==> config.mk <==
export PLATFORM = sky130hd
export DESIGN_NAME = gpio_regs_flat
export DESIGN_NICKNAME = d
export VERILOG_FILES = /design/src/common/soc_pkg.sv /design/src/common/mem_bus_if.sv /design/src/verilog/gpio_regs.sv /design/src/flat_wrapper.sv
export SDC_FILE = /design/constraint.sdc
export NUM_CORES = 1
export LEC_CHECK = 0
export BUFFER_PORTS_ARGS = -buffer_cell sky130_fd_sc_hd__buf_2
export CORE_AREA = 2 2 73 75
export CTS_BUF_LIST = sky130_fd_sc_hd__clkbuf_4 sky130_fd_sc_hd__clkbuf_8 sky130_fd_sc_hd__clkbuf_16
export CTS_CLUSTER_SIZE = 14
export DETAILED_ROUTE_END_ITERATION = 7
export DIE_AREA = 0 0 75 77
export GPL_ROUTABILITY_DRIVEN = 0
export PLACE_DENSITY = 0.78
export SKIP_CTS_REPAIR_TIMING = 1
export SKIP_LAST_GASP = 1
export SYNTH_ARGS = -nofsm -noshare
export SYNTH_HDL_FRONTEND = slang
export SYNTH_SLANG_ARGS = --single-unit
==> constraint.sdc <==
create_clock -name clk -period 0.9 [get_ports clk]
set_input_delay 0.045 -clock clk [delete_from_list [all_inputs] [get_ports clk]]
set_output_delay 0.045 -clock clk [all_outputs]
set_load 0.05 [all_outputs]
==> src/common/soc_pkg.sv <==
// Memory fabric shared definitions
package soc_pkg;

    // ----------------------------------------
    // Bus types
    // ----------------------------------------
    typedef logic [31:0] addr_t;
    typedef logic [63:0] data_t;
    typedef logic [7:0]  be_t;
    typedef logic [7:0]  led_t;

    // Decode targets, TGT_NONE marks an unmapped address
    typedef enum logic [2:0] {
        TGT_ROM   = 3'd0,
        TGT_CLINT = 3'd1,
        TGT_GPIO  = 3'd2,
        TGT_RAM   = 3'd3,
        TGT_NONE  = 3'd7
    } target_e;

    // ----------------------------------------
    // Memory map
    // ----------------------------------------
    localparam addr_t ROM_BASE     = 32'h0001_0000;
    localparam addr_t ROM_LENGTH   = 32'h0000_0040;
    localparam addr_t CLINT_BASE   = 32'h0200_0000;
    localparam addr_t CLINT_LENGTH = 32'h0000_C000;
    localparam addr_t GPIO_BASE    = 32'h4000_0000;
    localparam addr_t GPIO_LENGTH  = 32'h0000_1000;
    // RAM length follows the RamWords parameter
    localparam addr_t RAM_BASE     = 32'h8000_0000;

    // Register offsets inside their regions
    localparam addr_t MTIMECMP_OFFSET = 32'h0000_4000;
    localparam addr_t MTIME_OFFSET    = 32'h0000_BFF8;
    localparam addr_t LED_OFFSET      = 32'h0000_0000;
    localparam addr_t SW_OFFSET       = 32'h0000_0008;

    // Boot image, two instructions per word
    localparam data_t BOOT_IMAGE [8] = '{
        64'h0202_8293_0000_0297,
        64'h0002_8067_0182_B283,
        64'h3040_1073_0000_0013,
        64'h1050_0073_0080_0093,
        64'hFFDF_F06F_0010_8093,
        64'h0000_0000_8000_0000,
        64'hDEAD_BEEF_CAFE_F00D,
        64'h0123_4567_89AB_CDEF
    };

endpackage

==> src/common/mem_bus_if.sv <==
// Single-beat memory bus
`timescale 1ns/1ps

interface mem_bus_if import soc_pkg::*; ();

    logic  req;
    logic  we;
    addr_t addr;    // offset inside the target region
    data_t wdata;
    be_t   be;
    data_t rdata;   // registered by the target, one cycle after req

    modport ctrl (
        output req,
        output we,
        output addr,
        output wdata,
        output be,
        input  rdata
    );

    modport target (
        input  req,
        input  we,
        input  addr,
        input  wdata,
        input  be,
        output rdata
    );

endinterface

==> src/verilog/gpio_regs.sv <==
// LED and switch registers
`timescale 1ns/1ps

module gpio_regs import soc_pkg::*; (
    input  logic ndmreset_n,
    input  logic clk,
    mem_bus_if.target bus_i,
    output led_t led_o,
    input  led_t sw_i
);

    led_t led_q;
    led_t sw_meta_q;
    led_t sw_sync_q;

    always_ff @(posedge clk or negedge ndmreset_n) begin
        if (!ndmreset_n) begin
            led_q     <= '0;
            sw_meta_q <= '0;
            sw_sync_q <= '0;
        end else begin
            // Two-flop synchronizer for the switches
            sw_meta_q <= sw_i;
            sw_sync_q <= sw_meta_q;
            if (bus_i.req && bus_i.we && bus_i.addr == LED_OFFSET && bus_i.be[0]) begin
                led_q <= bus_i.wdata[7:0];
            end
        end
    end

    always_ff @(posedge clk) begin
        if (bus_i.req && !bus_i.we) begin
            case (bus_i.addr)
                LED_OFFSET: bus_i.rdata <= {56'h0, led_q};
                SW_OFFSET:  bus_i.rdata <= {56'h0, sw_sync_q};
                default:    bus_i.rdata <= '0;
            endcase
        end
    end

    assign led_o = led_q;

endmodule

==> src/flat_wrapper.sv <==
// flat-port wrapper written by rule: the top's interface ports become plain ports
module gpio_regs_flat import soc_pkg::*;
  (ndmreset_n, clk, led_o, sw_i, bus_i_req, bus_i_we, bus_i_addr, bus_i_wdata, bus_i_be, bus_i_rdata);
  mem_bus_if bus_i_i ();
  input  logic ndmreset_n;
  input  logic clk;
  output led_t led_o;
  input  led_t sw_i;
  input wire logic [$bits(bus_i_i.req)-1:0] bus_i_req;
  input wire logic [$bits(bus_i_i.we)-1:0] bus_i_we;
  input wire logic [$bits(bus_i_i.addr)-1:0] bus_i_addr;
  input wire logic [$bits(bus_i_i.wdata)-1:0] bus_i_wdata;
  input wire logic [$bits(bus_i_i.be)-1:0] bus_i_be;
  output wire logic [$bits(bus_i_i.rdata)-1:0] bus_i_rdata;
  assign bus_i_i.req = bus_i_req;
  assign bus_i_i.we = bus_i_we;
  assign bus_i_i.addr = bus_i_addr;
  assign bus_i_i.wdata = bus_i_wdata;
  assign bus_i_i.be = bus_i_be;
  assign bus_i_rdata = bus_i_i.rdata;
  gpio_regs u_core (.ndmreset_n(ndmreset_n), .clk(clk), .bus_i(bus_i_i), .led_o(led_o), .sw_i(sw_i));
endmodule
=== Word-level counts from Yosys, hierarchy flattened ===
Cells that the tools add are included.

* Equal/unequal tests: 1
* Mux-type cells: 1
* Reductions and logical operators: 6

{| class="wikitable"
|+ Operators with widths
! cell !! number
|-
| 32-bit by 4-bit == test with 1-bit output (second input constant) || 1
|-
| 32-bit logical NOT || 1
|-
| 8-bit case mux with 2 select lines || 1
|-
| 1-bit logical AND || 4
|-
| 1-bit logical NOT || 1
|}

* Bits in registers: 88
* Bits of input ports: 116
* Output and inout port bits: 72
* Word-level logic and storage cells: 12

=== Longest topological paths before layout ===
* Depth in word-level cells: 3
* Gate-level depth with buffers: 5
* Mapped depth without buffers: 4

=== Worst setup path before layout ===
No wires, ideal clock.

* Path type: input to register
* From: in bus_i_addr[14]
* To: reg u_core.led_q[0], in the netlist u_core.led_o[0]
* Library setup time: 0.125 ns
* Arrival: 1.196 ns
* Required time: 0.775 ns
* Setup slack: -0.421 ns
* Cell stages on the path: 4
* Buffers on the path: 0
* Cell sequence: nor4_1 nand4_1 nor3_4 mux2_2

* Longest elaborated chain between the ends: 3

{| class="wikitable"
|+ RTL lines
! item !! RTL line !! source
|-
| start: declaration || flat_wrapper.sv:11 || <nowiki>input wire logic [$bits(bus_i_i.addr)-1:0] bus_i_addr;</nowiki>
|-
| 32-bit logical NOT || gpio_regs.sv:25 || <nowiki>if (bus_i.req && bus_i.we && bus_i.addr == LED_OFFSET && bus_i.be[0]) begin</nowiki>
|-
| 1-bit logical AND (2 in series) || gpio_regs.sv:25 ||
|-
| end signal: assignment || gpio_regs.sv:26 || <nowiki>led_q <= bus_i.wdata[7:0];</nowiki>
|-
| end: declaration || gpio_regs.sv:12 || <nowiki>led_t led_q;</nowiki>
|}

Every way passes these cells.
A chain may end at the register's enable or synchronous reset.

=== Worst setup path in the final report ===
* From: in bus_i_addr[19]
* To: reg u_core.led_q[5], in the netlist u_core.led_o[5]

Same word-level chain as after synthesis.

==> run_summary.xml <==
<?xml version="1.0" encoding="UTF-8"?>
<metrics>
  <group name="status">
    <metric name="status" unit="">finished with violations</metric>
    <metric name="failed_checks" unit="">setup timing</metric>
  </group>
  <group name="final_layout">
    <metric name="layout-area-overhead-vs-synth" unit="%">47.6</metric>
    <metric name="diodes" unit="">0</metric>
    <metric name="regArea" unit="sq um">841</metric>
    <metric name="multi_input_comb_area" unit="sq um">659</metric>
    <metric name="final_net_count" unit="">330</metric>
    <metric name="fillcell_total" unit="">450</metric>
    <metric name="final_layout_size_suffix_gt1_share" unit="%">47.0</metric>
    <metric name="finish.instance_area" unit="sq um">2320</metric>
  </group>
  <group name="clocking">
    <metric name="cts.reportedPaths.clkPinSlew" unit="ns">0.06</metric>
    <metric name="cts_tree" unit="">yes</metric>
    <metric name="cts-buffers-inserted" unit="">5</metric>
    <metric name="clk_latency" unit="ns">0.28</metric>
    <metric name="max-clock-path-buffers" unit="">2</metric>
    <metric name="cts.sinks" unit="">32</metric>
    <metric name="cts.root.buffer_cell" unit="">clkbuf_8</metric>
    <metric name="htreeDepth" unit="">2</metric>
  </group>
  <group name="global_routing">
    <metric name="antenna_found_initial" unit="">1</metric>
    <metric name="largest_net_degree_at_the_start_of_global_routing" unit="">25</metric>
    <metric name="grt_pass1_wl" unit="um">3900</metric>
    <metric name="track_usage" unit="%">8.99</metric>
    <metric name="vias_in_the_first_global_route" unit="">885</metric>
    <metric name="grt_remaining_overflow" unit="">0</metric>
  </group>
  <group name="flow_run">
    <metric name="drv.max_cap_violation_count" unit="">0</metric>
  </group>
  <group name="worst_setup_path">
    <metric name="crit_family" unit="">simple AND/OR/NAND/NOR gates</metric>
    <metric name="critical_path.cell_chain" unit="">buf_6, nor4_4, nand4_1, nor3_4, buf_12, mux2_4</metric>
    <metric name="crit_path_max_incr_delay" unit="ns">0.30</metric>
    <metric name="crit_path_start_kind" unit="">primary input</metric>
    <metric name="worstPathArrival" unit="ns">1.33</metric>
    <metric name="cp.buffers_inverters" unit="">2</metric>
    <metric name="cp.required" unit="ns">1.05</metric>
    <metric name="path_depth" unit="">6</metric>
    <metric name="critical-path-slowest-cell" unit="">mux2_4</metric>
    <metric name="worstSetupPathType" unit="">in -&gt; reg</metric>
    <metric name="r2r_cells" unit="">2</metric>
    <metric name="cp-end-kind" unit="">flip-flop</metric>
    <metric name="crit_fanout" unit="">8</metric>
  </group>
  <group name="sta">
    <metric name="final.setup.worst_slack" unit="ns">-0.275</metric>
    <metric name="hold_viol_final" unit="">0</metric>
    <metric name="clock.fmax" unit="GHz">0.851</metric>
    <metric name="hold_ws" unit="ns">0.00163</metric>
    <metric name="skew_final" unit="ns">0.00654</metric>
    <metric name="setup_violations" unit="">15</metric>
    <metric name="unrepaired_setup_endpoints_after_global_routing" unit="">true</metric>
    <metric name="layout_min_cycle_time" unit="ns">1.18</metric>
    <metric name="slew_violations" unit="">0</metric>
    <metric name="layout_worst_path_cycle_share" unit="%">131</metric>
  </group>
  <group name="routing">
    <metric name="avgRoutedWirePerCell" unit="um">11.0</metric>
    <metric name="detail_route.drc_violations" unit="">0</metric>
    <metric name="ant_nets" unit="">0</metric>
    <metric name="initialDrtViolationCount" unit="">29</metric>
    <metric name="totalWireLength" unit="um">3140</metric>
    <metric name="dr.pass1.iters" unit="">3</metric>
    <metric name="detailroute.via_count" unit="">1042</metric>
    <metric name="via_density_per_instance" unit="">3.66</metric>
  </group>
  <group name="die">
    <metric name="rows" unit="">26</metric>
    <metric name="number_of_ports_placed_on_the_die_boundary" unit="">188</metric>
    <metric name="initial_utilization" unit="%">31.6</metric>
    <metric name="die_width" unit="um">75</metric>
    <metric name="core_area" unit="sq um">4980</metric>
    <metric name="floorplan.die_area" unit="sq um">5780</metric>
    <metric name="floorplan.die.height" unit="um">77</metric>
  </group>
  <group name="logic_synthesis">
    <metric name="synth_seq_cells" unit="">32</metric>
    <metric name="synth.yosys.seq_area_share" unit="%">53.5</metric>
    <metric name="syn_warnings" unit="">0</metric>
    <metric name="syn_area_per_cell" unit="sq um">12.2</metric>
    <metric name="netlist_area" unit="sq um">1570</metric>
    <metric name="syn-instance-count" unit="">129</metric>
    <metric name="yosys.cell_types.count" unit="">16</metric>
  </group>
  <group name="pwr">
    <metric name="power.switching_fraction" unit="%">31.5</metric>
    <metric name="p_clk_share" unit="%">33.3</metric>
    <metric name="p_switching" unit="mW">1.12</metric>
    <metric name="ir_drop" unit="mV">0.504</metric>
    <metric name="p_leak" unit="nW">1.15</metric>
    <metric name="cellPowerDensity" unit="nW/um^2">1530</metric>
    <metric name="intPower" unit="mW">2.44</metric>
    <metric name="combPwrFrac" unit="%">23.4</metric>
    <metric name="power_frac_seq" unit="%">43.3</metric>
  </group>
  <group name="placement">
    <metric name="pre_cts_ws" unit="ns">-0.583</metric>
    <metric name="numPortBuffers" unit="">68</metric>
    <metric name="place.detailed.hpwl" unit="um">2270</metric>
    <metric name="dpl_cell_area" unit="sq um">1850</metric>
  </group>
  <group name="worst_hold_path">
    <metric name="hold_path.class" unit="">in -&gt; reg</metric>
    <metric name="worst_hold_path.num_cells" unit="">2</metric>
  </group>
</metrics>
[flip-flops by register name, indices dropped and copies added (netlist names)]
| register | flops |
|---|---|
| u_core.led_o | 8 |
| u_core.bus_i.rdata | 8 |
| u_core.sw_meta_q | 8 |
| u_core.sw_sync_q | 8 |
[cell families after synthesis]
kind of cell / synth area share [%]
other: 0.238
buffers and inverters: 27.3
AND/OR/NAND/NOR: 8.19
multiplexers: 10.8
flip-flops: 53.5
[power groups by stage]
stage               clock network (mW)  logic [mW]  registers, mW
floorplan                            0       0.741           1.58
global placement                     0       0.717           1.56
detailed placement                   0       0.722           1.57
CTS                               1.21       0.723           1.54
global route                      1.26       0.866           1.54
finish                            1.19       0.833           1.54
[final cells by class]
type	count	area share, %
clock buffers	8	4.47
multi-input cells	94	28.4
flip-flops and latches	32	36.2
well taps	70	3.77
repair buffers	81	27.1
[synth_stat cells]
cell type  number  area (sq um)
dfrtp_1        24           601
clkbuf_1        1          3.75
or2_2           1          6.26
buf_4          56           420
mux2i_1         8          80.1
nor4_1          7          43.8
edfxtp_1        8           240
nor2b_1         1          6.26
conb_1          1          3.75
nand4_1         2          12.5
nand4b_1        1          8.76
nor3_4          1          16.3
mux2_2          8          90.1
nor2_1          8          30.0
nor3_1          1          5.00
buf_2           1          5.00
[placed cells by master, fill, tap and decap left out]
cell type,Yosys,routed
nor3_4,1,1
mux2_4,0,8
buf_2,1,41
clkbuf_4,0,1
buf_6,0,23
nand4b_1,1,1
nor2b_1,1,1
or2_4,0,1
edfxtp_1,8,8
nor2_1,8,3
nor2_2,0,5
conb_1,1,56
mux2i_1,8,8
nor4_4,0,7
buf_4,56,6
clkbuf_8,0,7
dfrtp_1,24,24
buf_12,0,1
nor3_1,1,1
dlygate4sd3_1,0,10
nand4_1,2,2
[layer usage]
metal / global-route usage (%) / wire length [um] / vias to the layer above
met5: 0 / 13 / -
li1: - / - / 491
met1: 8.93 / 1010 / 473
met4: 4.29 / 40 / 2
met3: 5.65 / 437 / 7
met2: 14.4 / 1630 / 69
[path summary, 6_finish.rpt]
check,from,to,slack (ns)
min in group asynchronous,ndmreset_n,u_core.led_o[2],0.29
worst min-delay path,bus_i_wdata[0],u_core.led_o[0],0.002
worst max register to register,u_core.led_o[2],u_core.bus_i.rdata[2],0.02
worst max-delay path,bus_i_addr[19],u_core.led_o[5],-0.28
max in group asynchronous,ndmreset_n,u_core.led_o[5],0.26
worst min register to register,u_core.sw_meta_q[3],u_core.sw_sync_q[3],0.35
[stage by stage]
step | TNS (ns) | std cells | util (%) | total power [mW]
finish | -2.15 | 285 | 46.6 | 3.56
global route | -3.34 | 285 | 46.6 | 3.67
CTS | -3.03 | 275 | 39.3 | 3.47
detailed placement | -7.31 | 267 | 37.2 | 2.29
global placement | -6.55 | 267 | 37.2 | 2.28
floorplan | -4.74 | 184 | - | 2.32
[worst register-to-register path, stage by stage (launching register included)]
cell and delay [ns]:
dfrtp_1 0.41, mux2i_1 0.17, nor2_2 0.05
No activity file was read; power rests on OpenSTA's default activity.
