--- src/common/soc_pkg.sv ---
// Memory fabric shared definitions
package soc_pkg;

    // ----------------------------------------
    // Bus types
    // ----------------------------------------
    typedef logic [31:0] addr_t;
    typedef logic [63:0] data_t;
    typedef logic [7:0]  be_t;
    typedef logic [7:0]  led_t;

    // Decode targets, TGT_NONE marks an unmapped address
    typedef enum logic [2:0] {
        TGT_ROM   = 3'd0,
        TGT_CLINT = 3'd1,
        TGT_GPIO  = 3'd2,
        TGT_RAM   = 3'd3,
        TGT_NONE  = 3'd7
    } target_e;

    // ----------------------------------------
    // Memory map
    // ----------------------------------------
    localparam addr_t ROM_BASE     = 32'h0001_0000;
    localparam addr_t ROM_LENGTH   = 32'h0000_0040;
    localparam addr_t CLINT_BASE   = 32'h0200_0000;
    localparam addr_t CLINT_LENGTH = 32'h0000_C000;
    localparam addr_t GPIO_BASE    = 32'h4000_0000;
    localparam addr_t GPIO_LENGTH  = 32'h0000_1000;
    // RAM length follows the RamWords parameter
    localparam addr_t RAM_BASE     = 32'h8000_0000;

    // Register offsets inside their regions
    localparam addr_t MTIMECMP_OFFSET = 32'h0000_4000;
    localparam addr_t MTIME_OFFSET    = 32'h0000_BFF8;
    localparam addr_t LED_OFFSET      = 32'h0000_0000;
    localparam addr_t SW_OFFSET       = 32'h0000_0008;

    // Boot image, two instructions per word
    localparam data_t BOOT_IMAGE [8] = '{
        64'h0202_8293_0000_0297,
        64'h0002_8067_0182_B283,
        64'h3040_1073_0000_0013,
        64'h1050_0073_0080_0093,
        64'hFFDF_F06F_0010_8093,
        64'h0000_0000_8000_0000,
        64'hDEAD_BEEF_CAFE_F00D,
        64'h0123_4567_89AB_CDEF
    };

endpackage

--- src/common/mem_bus_if.sv ---
// Single-beat memory bus
`timescale 1ns/1ps

interface mem_bus_if import soc_pkg::*; ();

    logic  req;
    logic  we;
    addr_t addr;    // offset inside the target region
    data_t wdata;
    be_t   be;
    data_t rdata;   // registered by the target, one cycle after req

    modport ctrl (
        output req,
        output we,
        output addr,
        output wdata,
        output be,
        input  rdata
    );

    modport target (
        input  req,
        input  we,
        input  addr,
        input  wdata,
        input  be,
        output rdata
    );

endinterface

--- src/rom/boot_rom.sv ---
// Boot ROM
`timescale 1ns/1ps

module boot_rom import soc_pkg::*; (
    input  logic clk,
    mem_bus_if.target bus_i
);

    logic [2:0] word_idx;

    // Eight words, byte offset bits dropped
    assign word_idx = bus_i.addr[5:3];

    // Writes never touch the image
    always_ff @(posedge clk) begin
        if (bus_i.req && !bus_i.we) begin
            bus_i.rdata <= BOOT_IMAGE[word_idx];
        end
    end

endmodule

--- src/flat_wrapper.sv ---
// flat-port wrapper written by rule: the top's interface ports become plain ports
module boot_rom_flat import soc_pkg::*;
  (clk, bus_i_req, bus_i_we, bus_i_addr, bus_i_wdata, bus_i_be, bus_i_rdata);
  mem_bus_if bus_i_i ();
  input  logic clk;
  input wire logic [$bits(bus_i_i.req)-1:0] bus_i_req;
  input wire logic [$bits(bus_i_i.we)-1:0] bus_i_we;
  input wire logic [$bits(bus_i_i.addr)-1:0] bus_i_addr;
  input wire logic [$bits(bus_i_i.wdata)-1:0] bus_i_wdata;
  input wire logic [$bits(bus_i_i.be)-1:0] bus_i_be;
  output wire logic [$bits(bus_i_i.rdata)-1:0] bus_i_rdata;
  assign bus_i_i.req = bus_i_req;
  assign bus_i_i.we = bus_i_we;
  assign bus_i_i.addr = bus_i_addr;
  assign bus_i_i.wdata = bus_i_wdata;
  assign bus_i_i.be = bus_i_be;
  assign bus_i_rdata = bus_i_i.rdata;
  boot_rom u_core (.clk(clk), .bus_i(bus_i_i));
endmodule
--- config.mk ---
export PLATFORM = sky130hd
export DESIGN_NAME = boot_rom_flat
export DESIGN_NICKNAME = d
export VERILOG_FILES = /design/src/common/soc_pkg.sv /design/src/common/mem_bus_if.sv /design/src/rom/boot_rom.sv /design/src/flat_wrapper.sv
export SDC_FILE = /design/constraint.sdc
export NUM_CORES = 1
export LEC_CHECK = 0
export BUFFER_PORTS_ARGS = -buffer_cell sky130_fd_sc_hd__buf_2
export CAP_MARGIN = 20
export CORE_ASPECT_RATIO = 0.5
export CORE_MARGIN = 2
export CORE_UTILIZATION = 36
export DETAILED_ROUTE_END_ITERATION = 16
export PLACE_DENSITY = 0.85
export SLEW_MARGIN = 20
export SYNTH_ARGS = -nofsm -noshare
export SYNTH_HDL_FRONTEND = slang
export SYNTH_SLANG_ARGS = --single-unit
--- constraint.sdc ---
create_clock -name clk -period 6.2 [get_ports clk]
set_input_delay 0.93 -clock clk [delete_from_list [all_inputs] [get_ports clk]]
set_output_delay 0.93 -clock clk [all_outputs]
set_load 0.03 [all_outputs]
**Word level (Yosys, flattened, before mapping)**

Memory sizes are Yosys's and may differ from the RTL's. A register that Yosys moved wholly into a read port is not among the register bits.
Index checks and enable logic that the tools add are counted.

- Flip-flop bits (word level): 0
- Memory bits (read-only): 512
- Input port bits: 107
- Output and inout port bits: 64
- Logic and storage cells: 4
- Memories kept: 1

- Bitwise gates (word level): 1
- Reductions and logical operators: 2

Memories:

| name | words | width | rd ports | clocked after Yosys merged registers in | wr ports | RTL line | text |
|---|---|---|---|---|---|---|---|
| (no name shown) | 8 | 64 | 1 | 1 | 0 | boot_rom.sv:17 | `bus_i.rdata <= BOOT_IMAGE[word_idx];` |

Operators with widths:

| operator | count |
|---|---|
| NOT 3 -> 4 bit | 1 |
| logical AND 1 bit | 1 |
| zero test 1 bit | 1 |

**Depth between registers and ports, before layout**

Gate-level depths: netlist (run 1).

- Word-level depth: 2
- Gate-level depth with buffers: 4
- Depth with buffers taken out: 4

**Worst setup path after synthesis (run 1)**

OpenSTA, ideal clock, no wires.

- Kind: input to register
- From: in bus_i_we
- To: reg u_core.bus_i.rdata[13] (enable)
- Library setup time: 0.419 ns
- Arrival time: 2.250 ns
- Required time: 5.781 ns
- Path slack: 3.531 ns
- Stages: 1
- Buffers on the path: 0
- Path through: nor2b_1

- Cells in the longest elaborated chain, start to end: 2

Ends and longest elaborated chain:

| item | RTL line | text |
|---|---|---|
| from (decl) | flat_wrapper.sv:7 | `input wire logic [$bits(bus_i_i.we)-1:0] bus_i_we;` |
| zero test 1 bit | boot_rom.sv:16 | `if (bus_i.req && !bus_i.we) begin` |
| logical AND 1 bit | boot_rom.sv:16 |  |
| to (decl) | mem_bus_if.sv:28 | `output rdata` |

Every way passes these cells.

==> flow_metrics.tcl, run 1 <==
set metrics [dict create \
    status "finished, final reports clean" \
    finalCritPeriodShare_pct 30.86 \
    critical_path_class "register to primary output" \
    grt_pass1_wl_um 3926 \
    fin_hold_ws_ps 1005 \
    final-setup-viol-count 0 \
    synth.most_common_cell "buf_4" \
    max_stage_delay_ps 480 \
    die-height_um 49.44 \
    pin_count 171 \
    track_usage_pct 10.96 \
    grt_max_degree 30 \
    hp-class "primary input to register" \
    cts-root-buf "clkbuf_8" \
    cp_max_fo 10 \
    start_util_pct 37.88 \
    final_max_slew_viol_count 0 \
    area_growth_pct 14.31 \
    cts_hold_buf 0 \
    synth_warnings 0 \
    fmax_mhz 522.7 \
    antenna_found_initial 0 \
    critical_path.cell_chain "buf_2" \
    yosys.area.top_type "edfxtp_1" \
    grt-ovfl-total 0 \
    clk_pin_slew_worst_paths_ps 60 \
    maxCapViolCount 0 \
    leakagePower_nw 0.7933 \
    startpoint_type "register" \
    synthTopCellsByArea "edfxtp_1 (59%), buf_4 (18%), ha_1 (5.9%), nand2_1 (3.0%), a21boi_4 (2.5%)" \
    drive_gt1_share_pct 51.59 \
    worst_slack_ps 4287 \
    synth_ff_type "edfxtp_1" \
    fin_setup_tns_ps 0 \
    cts_tree "done" \
    fin_nets 270 \
    yosysSeqAreaShare_pct 58.59 \
    place_hpwl_um 1817 \
    worst_path_max_delay_cell "edfxtp_1" \
    fin_area_um2 1699 \
    place_congestion 0.7145 \
    yosys.area_share.simple_pct 9.007 \
    biggestRegsByFlops "u_core.bus_i.rdata (29)" \
    worstHoldStart "bus_i_addr[4]" \
    dieArea_um2 4690 \
    io_buffer_count 66 \
    synth_top_family_by_area "buffers and inverters" \
    netlist.area_leader.share_pct 58.59 \
    core_um2 3924 \
    placed_area_um2 1613 \
    syn_avg_cell_area_um2 12.70 \
    synth_common_cells "buf_4 (35), edfxtp_1 (29), nand2_1 (12)" \
    synth_cell_types 17 \
    hold_viol_final 0 \
    grt_pass1_vias 836 \
    rows 16 \
    first_iter_violations 38 \
    whs_endpoint "u_core.bus_i.rdata[9]" \
    numCtsBuffers 5 \
    syn-cell-area_um2 1486 \
    syn_inst 117 \
    post_cts_resized 0 \
    dp_slack_ps 4143 \
    nFillCells 364 \
    endpoint_kind "primary output" \
    arrival_ps 980 \
    clock-sinks 29 \
    htreeDepth 2 \
    fin_crit_ps 1913 \
    post_cts_buffers 0 \
    die_width_um 94.88 \
    hold_path_depth 2 \
    crit_buf_inv 1 \
    diodes 0 \
    ant_nets 0 \
    drc 0 \
    ys_ff_latch 29 \
    ir_worst_vdd_mv 0.09105 \
    synth_edf_count 29 \
    ctsLongestPathBuffers 2 \
    power.density_nw_per_um2 292.3 \
    synth_compound_area_share_pct 5.051 \
    regMostFlops "u_core.bus_i.rdata" \
    routed_wl_um 2425 \
    synth_xor_area_share_pct 0 \
    required_ps 5270 \
    async_flop_share_pct 0 \
    critical_path.top_delay_family "flip-flops" \
    rsz0062_at_grt "false" \
    drtPass1Iterations 4 \
    viasPerCell 4.109 \
    largest_register_ff_count 29 \
    detail_route.wl_per_cell_um 11.49 \
    synthAdderAreaFrac_pct 5.892 \
    vias 867 \
    synth_mux_area_share_pct 0 \
]
-- worst max path at each step --
stage | to | startpoint | depth (start not counted) | slack (ps)
floorplan | u_core.bus_i.rdata[13] | bus_i_we | 1 | 3530
global placement | u_core.bus_i.rdata[7] | bus_i_addr[4] | 5 | 4160
detailed placement | u_core.bus_i.rdata[7] | bus_i_addr[3] | 5 | 4140
CTS | bus_i_rdata[55] | u_core.bus_i.rdata[62] | 1 | 4270
global route | bus_i_rdata[55] | u_core.bus_i.rdata[62] | 1 | 4200
finish | bus_i_rdata[55] | u_core.bus_i.rdata[62] | 1 | 4290
-- layout by cell type (no fill, tap or decap), drive strengths merged --
cell,instances
a21boi,3
a21oi,2
buf,67
clkbuf,5
clkinv,2
clkinvlp,1
conb,3
edfxtp,29
ha,7
inv,7
nand2,14
nand2b,5
nor2,6
nor2b,2
o21ai,4
-- where the power goes --
group          switching (mW)  internal, mW
Combinational          0.0835        0.0267
Sequential            0.00564         0.233
Clock                  0.0712        0.0771
-- kinds of logic (layout without fill, tap and decap cells) --
kind of cell,after synthesis,after routing
and+or+nand+nor,27,27
DFF,29,29
buffers and inverters,44,82
AOI/OAI and AO/OA,9,9
other,1,3
adders and majority gates,7,7
-- stage by stage --
step	utilization, %	std cells	power, mW
finish	43.30	211	0.4967
CTS	43.30	211	0.4998
detailed placement	41.10	203	0.3533
floorplan	-	119	0.3426
global route	43.30	211	0.5159
global placement	41.10	203	0.3508
-- cell type report --
| cell class | count | area (µm²) | area share [%] |
|---|---|---|---|
| sequential | 29 | 870.8 | 51.25 |
| timing repair buffer | 67 | 337.8 | 19.88 |
| multi-input combinational | 46 | 310.3 | 18.26 |
| clock buffer | 5 | 68.82 | 4.050 |
| tap | 54 | 67.56 | 3.976 |
| inverter | 7 | 26.28 | 1.546 |
| clock inverter | 3 | 17.52 | 1.031 |
-- layer usage --
| metal | vias to the layer above | track usage (%) | share of wire (%) |
|---|---|---|---|
| li1 | 423 | - | - |
| met1 | 409 | 11.48 | 38 |
| met2 | 28 | 20.33 | 55 |
| met3 | 7 | 4.019 | 5.5 |
| met4 | 0 | 3.623 | 1.4 |
| met5 | - | 0 | 0 |
Power figures use the tool's default switching activity.
==> run 2: changes to the inputs <==
--- a/config.mk
+++ b/config.mk
@@ -9,9 +9,9 @@
 export CAP_MARGIN = 20
 export CORE_ASPECT_RATIO = 0.5
 export CORE_MARGIN = 2
-export CORE_UTILIZATION = 36
+export CORE_UTILIZATION = 33
 export DETAILED_ROUTE_END_ITERATION = 16
-export PLACE_DENSITY = 0.85
+export PLACE_DENSITY = 0.79
 export SLEW_MARGIN = 20
 export SYNTH_ARGS = -nofsm -noshare
 export SYNTH_HDL_FRONTEND = slang
==> constraint.sdc (replaced) <==
create_clock -name clk -period 1.94 [get_ports clk]
set_input_delay 0.291 -clock clk [delete_from_list [all_inputs] [get_ports clk]]
set_output_delay 0.291 -clock clk [all_outputs]
set_load 0.03 [all_outputs]
==> run 2 against run 1 <==
Against the previous run: global-route usage decreased by 1.3 points; sequential share of layout area down 0.71 points; cell area increased by 1.4%; power rose to 3.4 times the previous value; non-clock buffer count is the same; combinational power rose to 3.2 times the previous value; routed wire length is 3.7% higher; critical path depth is the same; first-iteration DRC count increased by 79%; worst setup slack got worse by 3700 ps; clock power increased to 4.0 times the previous value; largest cell class unchanged; largest power group unchanged.
==> flow_metrics.tcl, run 2 (synthesis gave the netlist of run 1 again) <==
set metrics [dict create \
    status "finished, final reports clean" \
    place_congestion 0.7351 \
    critPathCapture "bus_i_rdata[59]" \
    fin_cells 214 \
    numCtsBuffers 5 \
    nFillCells 406 \
    dieArea_um2 5090 \
    biggestRegsByFlops "u_core.bus_i.rdata (29)" \
    grt-ovfl-total 0 \
    drc 0 \
    hp-class "primary input to register" \
    fin_nets 270 \
    multi_input_area_um2 310.3 \
    crit_buf_inv 1 \
    diodes 0 \
    ir_worst_vdd_mv 0.3359 \
    area_growth_pct 15.91 \
    seq_area_um2 870.8 \
    power.density_nw_per_um2 993.7 \
    grt_pass1_wl_um 3684 \
    critical_path_depth 1 \
    critical_path.top_delay_family "flip-flops" \
    final_common_cell "buf_2" \
    vias 845 \
    regMostFlops "u_core.bus_i.rdata" \
    final_cell_mix "buf_2 (66), edfxtp_1 (29), nand2_1 (12)" \
    finalCritPeriodShare_pct 67.22 \
    htreeDepth 2 \
    first_iter_violations 68 \
    antenna_found_initial 0 \
    die_width_um 98.92 \
    grt_pass1_vias 756 \
    ant_nets 0 \
    post_cts_buffers 0 \
    cts_hold_buf 0 \
    startpoint_type "register" \
    routed_wl_um 2515 \
    hold_viol_final 0 \
    endpoint_kind "primary output" \
    cts_tree "done" \
    arrival_ps 1010 \
    fmax_mhz 766.8 \
    worst_path_max_delay_cell "edfxtp_1" \
    detail_route.wl_per_cell_um 11.75 \
    rows 17 \
    place_hpwl_um 1889 \
    viasPerCell 3.949 \
    ctsLongestPathBuffers 2 \
    final-setup-viol-count 0 \
    max_stage_delay_ps 480 \
    largest_register_ff_count 29 \
    final_max_slew_viol_count 0 \
    dp.cells 206 \
    die-height_um 51.46 \
    track_usage_pct 9.653 \
    fin_setup_tns_ps 0 \
    critical_path.cell_chain "buf_2" \
    rsz0062_at_grt "false" \
    post_cts_resized 0 \
    clock-sinks 29 \
    critical_path_class "register to primary output" \
    cp_max_fo 10 \
    cts-root-buf "clkbuf_8" \
    clk_pin_slew_worst_paths_ps 70 \
    fin_crit_ps 1304 \
    pin_count 171 \
    required_ps 1650 \
    drtPass1Iterations 4 \
    drive_gt1_share_pct 50.32 \
    io_buffer_count 66 \
    grt_max_degree 30 \
    start_util_pct 34.09 \
    maxCapViolCount 0 \
    leakagePower_nw 0.8022 \
    core_um2 4360 \
    critPathLaunch "u_core.bus_i.rdata[62]" \
]
[run 2: cell count changes in the layout (fill, tap and decap cells not counted), sizes merged]
cell and delta:
bufinv +1, clkbuf +1, clkinv -1, clkinvlp -1
[run 2: worst min-delay path by stage]
| stage | startpoint | endpoint | slack, ps | depth (start not counted) |
|---|---|---|---|---|
| floorplan | bus_i_addr[4] | u_core.bus_i.rdata[9] | 470 | 1 |
| global placement | bus_i_addr[4] | u_core.bus_i.rdata[9] | 650 | 2 |
| detailed placement | bus_i_addr[4] | u_core.bus_i.rdata[9] | 650 | 2 |
| CTS | bus_i_addr[4] | u_core.bus_i.rdata[9] | 360 | 2 |
| global route | bus_i_addr[4] | u_core.bus_i.rdata[9] | 400 | 2 |
| finish | bus_i_addr[4] | u_core.bus_i.rdata[9] | 360 | 2 |
[run 2: cell type report]
class	instances	share of cell area (%)
clock inverter	2	1.961
sequential	29	50.54
clock buffer	6	4.212
tap	57	4.139
timing repair buffer	67	19.61
multi-input combinational	46	18.01
inverter	7	1.525
[run 2: where the power goes]
group	leakage [nW]	total [mW]	switching (mW)	internal, mW
registers	0.264	0.763	0.0193	0.743
logic	0.485	0.351	0.266	0.0850
clock network	0.0528	0.598	0.219	0.378
[run 2: per-stage QoR]
step	util [%]	hold slack (ps)	power [mW]	area [µm²]	setup WS, ps
2_1_floorplan	-	465.3	1.095	1496	448.2
3_3_place_gp	37.07	648.7	1.123	1617	538.6
3_5_place_dp	37.07	646.5	1.133	1617	532.2
4_1_cts	39.51	360.0	1.724	1723	634.6
5_1_grt	39.51	397.5	1.770	1723	583.3
6_report	39.51	359.5	1.712	1723	635.9
[run 2: layer usage]
metal	wire, µm	global-route usage, %	vias up
li1	-	-	422
met1	999	10.97	394
met3	93	2.736	4
met5	0	0	-
met2	1382	16.44	25
met4	39	5.936	0
