## src/common/soc_pkg.sv

```systemverilog
// Memory fabric shared definitions
package soc_pkg;

    // ----------------------------------------
    // Bus types
    // ----------------------------------------
    typedef logic [31:0] addr_t;
    typedef logic [63:0] data_t;
    typedef logic [7:0]  be_t;
    typedef logic [7:0]  led_t;

    // Decode targets, TGT_NONE marks an unmapped address
    typedef enum logic [2:0] {
        TGT_ROM   = 3'd0,
        TGT_CLINT = 3'd1,
        TGT_GPIO  = 3'd2,
        TGT_RAM   = 3'd3,
        TGT_NONE  = 3'd7
    } target_e;

    // ----------------------------------------
    // Memory map
    // ----------------------------------------
    localparam addr_t ROM_BASE     = 32'h0001_0000;
    localparam addr_t ROM_LENGTH   = 32'h0000_0040;
    localparam addr_t CLINT_BASE   = 32'h0200_0000;
    localparam addr_t CLINT_LENGTH = 32'h0000_C000;
    localparam addr_t GPIO_BASE    = 32'h4000_0000;
    localparam addr_t GPIO_LENGTH  = 32'h0000_1000;
    // RAM length follows the RamWords parameter
    localparam addr_t RAM_BASE     = 32'h8000_0000;

    // Register offsets inside their regions
    localparam addr_t MTIMECMP_OFFSET = 32'h0000_4000;
    localparam addr_t MTIME_OFFSET    = 32'h0000_BFF8;
    localparam addr_t LED_OFFSET      = 32'h0000_0000;
    localparam addr_t SW_OFFSET       = 32'h0000_0008;

    // Boot image, two instructions per word
    localparam data_t BOOT_IMAGE [8] = '{
        64'h0202_8293_0000_0297,
        64'h0002_8067_0182_B283,
        64'h3040_1073_0000_0013,
        64'h1050_0073_0080_0093,
        64'hFFDF_F06F_0010_8093,
        64'h0000_0000_8000_0000,
        64'hDEAD_BEEF_CAFE_F00D,
        64'h0123_4567_89AB_CDEF
    };

endpackage

```

## src/common/mem_bus_if.sv

```systemverilog
// Single-beat memory bus
`timescale 1ns/1ps

interface mem_bus_if import soc_pkg::*; ();

    logic  req;
    logic  we;
    addr_t addr;    // offset inside the target region
    data_t wdata;
    be_t   be;
    data_t rdata;   // registered by the target, one cycle after req

    modport ctrl (
        output req,
        output we,
        output addr,
        output wdata,
        output be,
        input  rdata
    );

    modport target (
        input  req,
        input  we,
        input  addr,
        input  wdata,
        input  be,
        output rdata
    );

endinterface

```

## src/verilog/bus_demux.sv

```systemverilog
// Address decoder and read mux
`timescale 1ns/1ps

module bus_demux import soc_pkg::*; #(
    parameter int unsigned RamWords = 512
) (
    input  logic  clk,
    input  logic  ndmreset_n,
    input  logic  req_i,
    input  logic  we_i,
    input  addr_t addr_i,
    input  data_t wdata_i,
    input  be_t   be_i,
    mem_bus_if.ctrl rom_o,
    mem_bus_if.ctrl clint_o,
    mem_bus_if.ctrl gpio_o,
    mem_bus_if.ctrl ram_o,
    output data_t rdata_o,
    output logic  rvalid_o,
    output logic  err_o
);

    localparam addr_t RamBytes = addr_t'(RamWords * 8);

    target_e sel;
    target_e sel_q;
    logic    in_rom;
    logic    in_clint;
    logic    in_gpio;
    logic    in_ram;
    logic    rvalid_q;
    logic    err_q;

    // Region match with base compare first so the subtraction cannot wrap
    assign in_rom   = (addr_i >= ROM_BASE) && ((addr_i - ROM_BASE) < ROM_LENGTH);
    assign in_clint = (addr_i >= CLINT_BASE) && ((addr_i - CLINT_BASE) < CLINT_LENGTH);
    assign in_gpio  = (addr_i >= GPIO_BASE) && ((addr_i - GPIO_BASE) < GPIO_LENGTH);
    assign in_ram   = (addr_i >= RAM_BASE) && ((addr_i - RAM_BASE) < RamBytes);

    always_comb begin
        if (in_rom) begin
            sel = TGT_ROM;
        end else if (in_clint) begin
            sel = TGT_CLINT;
        end else if (in_gpio) begin
            sel = TGT_GPIO;
        end else if (in_ram) begin
            sel = TGT_RAM;
        end else begin
            sel = TGT_NONE;
        end
    end

    // Each strobe follows its own region match
    assign rom_o.req     = req_i && in_rom;
    assign rom_o.we      = we_i;
    assign rom_o.addr    = addr_i - ROM_BASE;
    assign rom_o.wdata   = wdata_i;
    assign rom_o.be      = be_i;

    assign clint_o.req   = req_i && in_clint;
    assign clint_o.we    = we_i;
    assign clint_o.addr  = addr_i - CLINT_BASE;
    assign clint_o.wdata = wdata_i;
    assign clint_o.be    = be_i;

    assign gpio_o.req    = req_i && in_gpio;
    assign gpio_o.we     = we_i;
    assign gpio_o.addr   = addr_i - GPIO_BASE;
    assign gpio_o.wdata  = wdata_i;
    assign gpio_o.be     = be_i;

    assign ram_o.req     = req_i && in_ram;
    assign ram_o.we      = we_i;
    assign ram_o.addr    = addr_i - RAM_BASE;
    assign ram_o.wdata   = wdata_i;
    assign ram_o.be      = be_i;

    // ----------------------------------------
    // Response cycle
    // ----------------------------------------
    always_ff @(posedge clk or negedge ndmreset_n) begin
        if (!ndmreset_n) begin
            sel_q    <= TGT_NONE;
            rvalid_q <= 1'b0;
            err_q    <= 1'b0;
        end else begin
            rvalid_q <= req_i && !we_i;
            err_q    <= req_i && (sel == TGT_NONE);
            if (req_i) begin
                sel_q <= sel;
            end
        end
    end

    always_comb begin
        case (sel_q)
            TGT_ROM:   rdata_o = rom_o.rdata;
            TGT_CLINT: rdata_o = clint_o.rdata;
            TGT_GPIO:  rdata_o = gpio_o.rdata;
            TGT_RAM:   rdata_o = ram_o.rdata;
            default:   rdata_o = '0;
        endcase
    end

    assign rvalid_o = rvalid_q;
    assign err_o    = err_q;

    // Regions must never overlap
    a_one_target: assert property (@(posedge clk) disable iff (!ndmreset_n)
        $onehot0({rom_o.req, clint_o.req, gpio_o.req, ram_o.req}));

endmodule

```

## src/flat_wrapper.sv

```systemverilog
// flat-port wrapper written by rule: the top's interface ports become plain ports
module bus_demux_flat import soc_pkg::*;
#(
    parameter int unsigned RamWords = 512
)
  (clk, ndmreset_n, req_i, we_i, addr_i, wdata_i, be_i, rdata_o, rvalid_o, err_o, rom_o_req, rom_o_we, rom_o_addr, rom_o_wdata, rom_o_be, rom_o_rdata, clint_o_req, clint_o_we, clint_o_addr, clint_o_wdata, clint_o_be, clint_o_rdata, gpio_o_req, gpio_o_we, gpio_o_addr, gpio_o_wdata, gpio_o_be, gpio_o_rdata, ram_o_req, ram_o_we, ram_o_addr, ram_o_wdata, ram_o_be, ram_o_rdata);
  mem_bus_if rom_o_i ();
  mem_bus_if clint_o_i ();
  mem_bus_if gpio_o_i ();
  mem_bus_if ram_o_i ();
  input  logic clk;
  input  logic ndmreset_n;
  input  logic req_i;
  input  logic we_i;
  input  addr_t addr_i;
  input  data_t wdata_i;
  input  be_t be_i;
  output data_t rdata_o;
  output logic rvalid_o;
  output logic err_o;
  output wire logic [$bits(rom_o_i.req)-1:0] rom_o_req;
  output wire logic [$bits(rom_o_i.we)-1:0] rom_o_we;
  output wire logic [$bits(rom_o_i.addr)-1:0] rom_o_addr;
  output wire logic [$bits(rom_o_i.wdata)-1:0] rom_o_wdata;
  output wire logic [$bits(rom_o_i.be)-1:0] rom_o_be;
  input wire logic [$bits(rom_o_i.rdata)-1:0] rom_o_rdata;
  output wire logic [$bits(clint_o_i.req)-1:0] clint_o_req;
  output wire logic [$bits(clint_o_i.we)-1:0] clint_o_we;
  output wire logic [$bits(clint_o_i.addr)-1:0] clint_o_addr;
  output wire logic [$bits(clint_o_i.wdata)-1:0] clint_o_wdata;
  output wire logic [$bits(clint_o_i.be)-1:0] clint_o_be;
  input wire logic [$bits(clint_o_i.rdata)-1:0] clint_o_rdata;
  output wire logic [$bits(gpio_o_i.req)-1:0] gpio_o_req;
  output wire logic [$bits(gpio_o_i.we)-1:0] gpio_o_we;
  output wire logic [$bits(gpio_o_i.addr)-1:0] gpio_o_addr;
  output wire logic [$bits(gpio_o_i.wdata)-1:0] gpio_o_wdata;
  output wire logic [$bits(gpio_o_i.be)-1:0] gpio_o_be;
  input wire logic [$bits(gpio_o_i.rdata)-1:0] gpio_o_rdata;
  output wire logic [$bits(ram_o_i.req)-1:0] ram_o_req;
  output wire logic [$bits(ram_o_i.we)-1:0] ram_o_we;
  output wire logic [$bits(ram_o_i.addr)-1:0] ram_o_addr;
  output wire logic [$bits(ram_o_i.wdata)-1:0] ram_o_wdata;
  output wire logic [$bits(ram_o_i.be)-1:0] ram_o_be;
  input wire logic [$bits(ram_o_i.rdata)-1:0] ram_o_rdata;
  assign rom_o_req = rom_o_i.req;
  assign rom_o_we = rom_o_i.we;
  assign rom_o_addr = rom_o_i.addr;
  assign rom_o_wdata = rom_o_i.wdata;
  assign rom_o_be = rom_o_i.be;
  assign rom_o_i.rdata = rom_o_rdata;
  assign clint_o_req = clint_o_i.req;
  assign clint_o_we = clint_o_i.we;
  assign clint_o_addr = clint_o_i.addr;
  assign clint_o_wdata = clint_o_i.wdata;
  assign clint_o_be = clint_o_i.be;
  assign clint_o_i.rdata = clint_o_rdata;
  assign gpio_o_req = gpio_o_i.req;
  assign gpio_o_we = gpio_o_i.we;
  assign gpio_o_addr = gpio_o_i.addr;
  assign gpio_o_wdata = gpio_o_i.wdata;
  assign gpio_o_be = gpio_o_i.be;
  assign gpio_o_i.rdata = gpio_o_rdata;
  assign ram_o_req = ram_o_i.req;
  assign ram_o_we = ram_o_i.we;
  assign ram_o_addr = ram_o_i.addr;
  assign ram_o_wdata = ram_o_i.wdata;
  assign ram_o_be = ram_o_i.be;
  assign ram_o_i.rdata = ram_o_rdata;
  bus_demux #(.RamWords(RamWords)) u_core (.clk(clk), .ndmreset_n(ndmreset_n), .req_i(req_i), .we_i(we_i), .addr_i(addr_i), .wdata_i(wdata_i), .be_i(be_i), .rom_o(rom_o_i), .clint_o(clint_o_i), .gpio_o(gpio_o_i), .ram_o(ram_o_i), .rdata_o(rdata_o), .rvalid_o(rvalid_o), .err_o(err_o));
endmodule
```

## config.mk

```make
export PLATFORM = sky130hd
export DESIGN_NAME = bus_demux_flat
export DESIGN_NICKNAME = d
export VERILOG_FILES = /design/src/common/soc_pkg.sv /design/src/common/mem_bus_if.sv /design/src/verilog/bus_demux.sv /design/src/flat_wrapper.sv
export SDC_FILE = /design/constraint.sdc
export NUM_CORES = 1
export LEC_CHECK = 0
export BUFFER_PORTS_ARGS = -buffer_cell sky130_fd_sc_hd__buf_2
export CAP_MARGIN = 20
export CORE_AREA = 4 4 329 331
export DETAILED_ROUTE_END_ITERATION = 8
export DIE_AREA = 0 0 333 335
export REMOVE_ABC_BUFFERS = 1
export SETUP_SLACK_MARGIN = 0.5
export SYNTH_ARGS = -nofsm -noshare
export SYNTH_HDL_FRONTEND = slang
export SYNTH_SLANG_ARGS = --single-unit
```

## constraint.sdc

```tcl
create_clock -name clk -period 3.9 [get_ports clk]
set_input_delay 0.585 -clock clk [delete_from_list [all_inputs] [get_ports clk]]
set_output_delay 0.585 -clock clk [all_outputs]
set_load 0.05 [all_outputs]
```

# Word-level counts from Yosys, hierarchy flattened
# Cells that the tools add are included.
[op_classes]
add_sub_neg = 4
mul = 0
div = 0
n_lt_le_gt_ge = 8
n_eq_ne = 4
n_shift = 0
muxes = 5
bitwise_logic = 0
reduce_logical = 12
[op_table]
columns = ["op", "n"]
rows = [
  ["$pmux 64 s4", 1],
  ["$lt 32x13->1 const B", 2],
  ["$ge 32x17->1 const B", 1],
  ["$ge 32x26->1 const B", 1],
  ["$ge 32x31->1 const B", 1],
  ["$ge 32x32->1 const B", 1],
  ["$lt 32x16->1 const B", 1],
  ["$lt 32x7->1 const B", 1],
  ["$sub 32x17->32 const B", 1],
  ["$sub 32x26->32 const B", 1],
  ["$sub 32x31->32 const B", 1],
  ["$sub 32x32->32 const B", 1],
  ["$mux 3", 4],
  ["$logic_and 1x1->1", 10],
  ["$eq 3x2->1 const B", 2],
  ["$eq 3x1->1 const B", 1],
  ["$eq 3x3->1 const B", 1],
  ["$logic_not 3->1", 1],
  ["$logic_not 1->1", 1],
]
[totals]
ff_bits = 5
latchBits = 0
ramBits = 0
romBits = 0
input_bits = 364
output_inout_bits = 490
word_cells = 36
memories = 0

# Depth between registers and ports, before layout
[logic_depth]
ltp_word = 9
mapped_depth = 9
depth_no_buf = 8

# Worst setup path after synthesis
# No wires, ideal clock.
[synth_path]
kind = "in2out"
start = "in addr_i[16]"
end = "out clint_o_req"
t_arrival_ns = 4.401
path_slack_ns = -1.086
path_stages = 7
cell_sequence = "inv_1 > ha_1 > or3b_1 > buf_2 > or3_4 > or4_1 > a2111oi_1"
[synth_via]
elab_chain_len = 4
word_cells_on_any_way = 5
classes_between = "add/sub: 1; order compare: 2; reduce/logical: 2"
[synth_rtl]
columns = ["element", "line_no", "text"]
rows = [
  ["start: declaration", "flat_wrapper.sv:15", "input addr_t addr_i;"],
  ["$sub 32x26->32", "bus_demux.sv:36", "assign in_clint = (addr_i >= CLINT_BASE) && ((addr_i - CLINT_BASE) < CLINT_LENGTH);"],
  ["$lt 32x16->1", "bus_demux.sv:36", ""],
  ["$logic_and 1x1->1 (*)", "bus_demux.sv:36", ""],
  ["$logic_and 1x1->1 (*)", "bus_demux.sv:61", "assign clint_o.req = req_i && in_clint;"],
  ["end: declaration", "flat_wrapper.sv:27", "output wire logic [$bits(clint_o_i.req)-1:0] clint_o_req;"],
]
# Mark *: on every way between the ends. The rest lies on a longest branch, timed or not.

# Worst setup path in the final report
[layout_path]
start = "in addr_i[25]"
end = "out clint_o_req"
# The elaborated chain is that of the path after synthesis.

==> results_dict.tcl <==
set metrics [dict create \
    core_area_mm2 0.105 \
    grt_use_total_pct 14.3 \
    cts.path.max_buffers 2 \
    worst_pin_slew_ps 588 \
    grt_remaining_overflow 0 \
    cts_sinks 5 \
    worst_ep_required_time_ps 3310 \
    synth_seq_area_share_pct 2.43 \
    critical_path_arrival_ps 2780 \
    numCtsBuffers 3 \
    first_global_vias 6091 \
    fmax_mhz 297 \
    yosysUniqueCellTypes 42 \
    fin_crit_ps 3370 \
    p_leak_uw 0.00318 \
    tritoncts "yes" \
    synth_top_area_share_pct 55.7 \
    critPathBufInv 5 \
    antenna_found_initial 46 \
    relSlewSlack_pct 60.3 \
    finClkSkew_ps 0 \
    h-tree-depth 1 \
    rows 119 \
    synth.avg_cell_area_um2 7.03 \
    initial_core_util_pct 5.06 \
    grt_pass1_wl_mm 96.9 \
    netlist_area_mm2 0.00531 \
    rsz0062_at_grt "yes" \
    route.detailed.drc 0 \
    wl_per_cell_um 37.0 \
    cts_root_buffer "clkbuf_16" \
    cpLargestDelayFamily "simple AND/OR/NAND/NOR gates" \
    dp.final_hpwl_mm 76.5 \
    synth_area_leader_cell "buf_4" \
    finalPower_uw 1310 \
    ant_nets 0 \
    grt_max_degree 34 \
    clkTransAtPathRegs_ps 30 \
    dp.cells 2236 \
    final-seq-area_um2 129 \
    syn2layout_area_growth_pct 32.5 \
    io_buffer_count 493 \
    fill_cells 12500 \
    num_vias 6280 \
    status "finished, final reports clean" \
    place.gp.congestion 0.887 \
    synth_edf_count 0 \
    synth_seq_cells 5 \
    drt_iter0_drc 317 \
    slowest_stage "or4_4" \
    cap_violations 0 \
    setup_viol 0 \
    via_per_inst 2.77 \
    ios 854 \
    crit_fanout 6 \
    final-instance-count-excl-fill 2270 \
    synth_ff_type "dfstp_2" \
    clock_latency_ps 230 \
    power_density_mw_per_mm2 187 \
    path_class "in -> out" \
    cp-end-kind "output pin" \
    multi_input_area_mm2 0.00221 \
    ys_async_sr_fraction_pct 100 \
    die_x_um 333 \
    slew_viol_final 0 \
    irDropWorstVdd_mv 0.0938 \
    die_area_mm2 0.112 \
    holdCritPathClass "in -> async" \
    first_pass_iters 7 \
    crit_chain "buf_2 -> clkinvlp_4 -> ha_4 -> inv_1 -> or4_1 -> or4_4 -> a2111oi_4 -> buf_4 -> buf_12" \
    nets 1234 \
    yosys_warnings 0 \
    crit_path_start_kind "input pin" \
    drt_wl_total_mm 84.0 \
    hold_viol_final 0 \
    crit_path_max_incr_delay_ps 510 \
    synthCells 756 \
    drive_gt1_share_pct 65.0 \
    synth_area_leaders "buf_4, a22oi_1, nand2_1, ha_1, clkbuf_1" \
    finalCritPeriodShare_pct 86.4 \
    die_h_um 335 \
]
final timing paths:
path / from / cells past startpoint / end / slack [ps]
hold / removal: ndmreset_n / 1 / u_core.rvalid_o / 170
setup / recovery: addr_i[25] / 9 / clint_o_req / 530
hold reg to reg: u_core.sel_q[1] / 2 / u_core.sel_q[1] / 490
max in group asynchronous: ndmreset_n / 1 / u_core.sel_q[2] / 3520
min in group clk: u_core.sel_q[1] / 2 / u_core.sel_q[1] / 490
setup reg to reg: u_core.sel_q[0] / 2 / u_core.sel_q[0] / 3070
layout make-up:
type                    count  area share, %
diodes                     21          0.747
clock buffers               4           1.12
inverters                  12          0.729
multi-input cells         312           31.4
flip-flops and latches      5           1.83
well taps                1391           24.7
repair buffers            525           39.4
layout by cell type, fill, tap and decap left out, types with 2 or more instances in the layout:
cell,count
nor4_2,2
xor2_1,6
nor3b_1,2
ha_4,3
dfrtp_1,2
dfstp_2,3
clkbuf_16,3
o21ai_1,2
nor2_1,13
nor4b_1,2
diode_2,21
a21o_1,2
nand3_1,5
a22oi_1,128
buf_2,487
nor3_1,4
xnor2_1,12
nand2b_1,2
or4_4,3
or4_1,2
nand2_1,76
buf_4,32
nor4_1,6
buf_12,4
nor3_2,3
nor3b_2,3
o31ai_1,3
ha_1,8
inv_1,9
o21ai_0,3
stage by stage:
stage                     TNS (ps)  hold WS [ps]  instance area, um2  setup slack [ps]  util [%]
after global routing             0           173                7020               419      6.68
after floorplan            -107000           289                2220             -1640         -
final                            0           167                7040               531      6.70
after CTS                        0           171                6830               489      6.50
after detailed placement         0           411                6680               164      6.36
after global placement           0           406                6680               203      6.36
logic make-up (layout without fill, tap and decap cells):
group	count (synthesis)	in the layout	synth area share [%]
AO/OA/AOI/OAI	150	150	21.2
buffers and inverters	439	541	59.0
flip-flops	5	5	2.43
AND/OR/NAND/NOR	133	133	11.7
XOR/XNOR	18	18	2.97
other	0	21	0
adder cells (fa/ha/maj)	11	11	2.59
synth_stat cells, types with 2 or more instances:
library cell / number
nand3_1: 5
nor3b_1: 5
nand2_1: 76
or4_1: 5
dfrtp_1: 2
o2bb2ai_1: 2
o21ai_1: 2
inv_1: 12
xnor2_1: 12
nor4b_1: 2
o21ai_0: 3
nor4_1: 8
buf_4: 394
a21o_1: 2
clkbuf_1: 30
nor2_1: 14
xor2_1: 6
buf_2: 2
ha_1: 11
dfstp_2: 3
o41ai_1: 2
o31ai_1: 4
nor3_1: 7
nand2b_1: 2
a22oi_1: 128
per-layer routing:
layer	vias up	global-route usage, %	part of all wire, %
li1	2431	-	-
met1	2810	13.7	34
met2	911	22.7	44
met3	103	11.7	18
met4	25	4.13	3.5
met5	-	4.77	0.89
where the power goes:
part | leakage [uW] | total (uW) | switching (uW) | internal [uW]
clock | 0.0000383 | 168 | 32.9 | 135
combinational | 0.00309 | 1080 | 814 | 271
sequential | 0.0000562 | 60.7 | 3.55 | 57.2
registers in the layout, indices dropped and copies added, names as in the netlist:
signal           count
u_core.err_o         1
u_core.rvalid_o      1
u_core.sel_q         3
timing repair:
item / 4_1_cts / 5_1_grt
resized for setup: 12 / 18
buffers inserted: 3 / 6
hold buffers: 0 / 0
pin swaps: 4 / 5
endpoints found under the setup margin: 6 / 4
No activity file was read; power rests on OpenSTA's default activity.
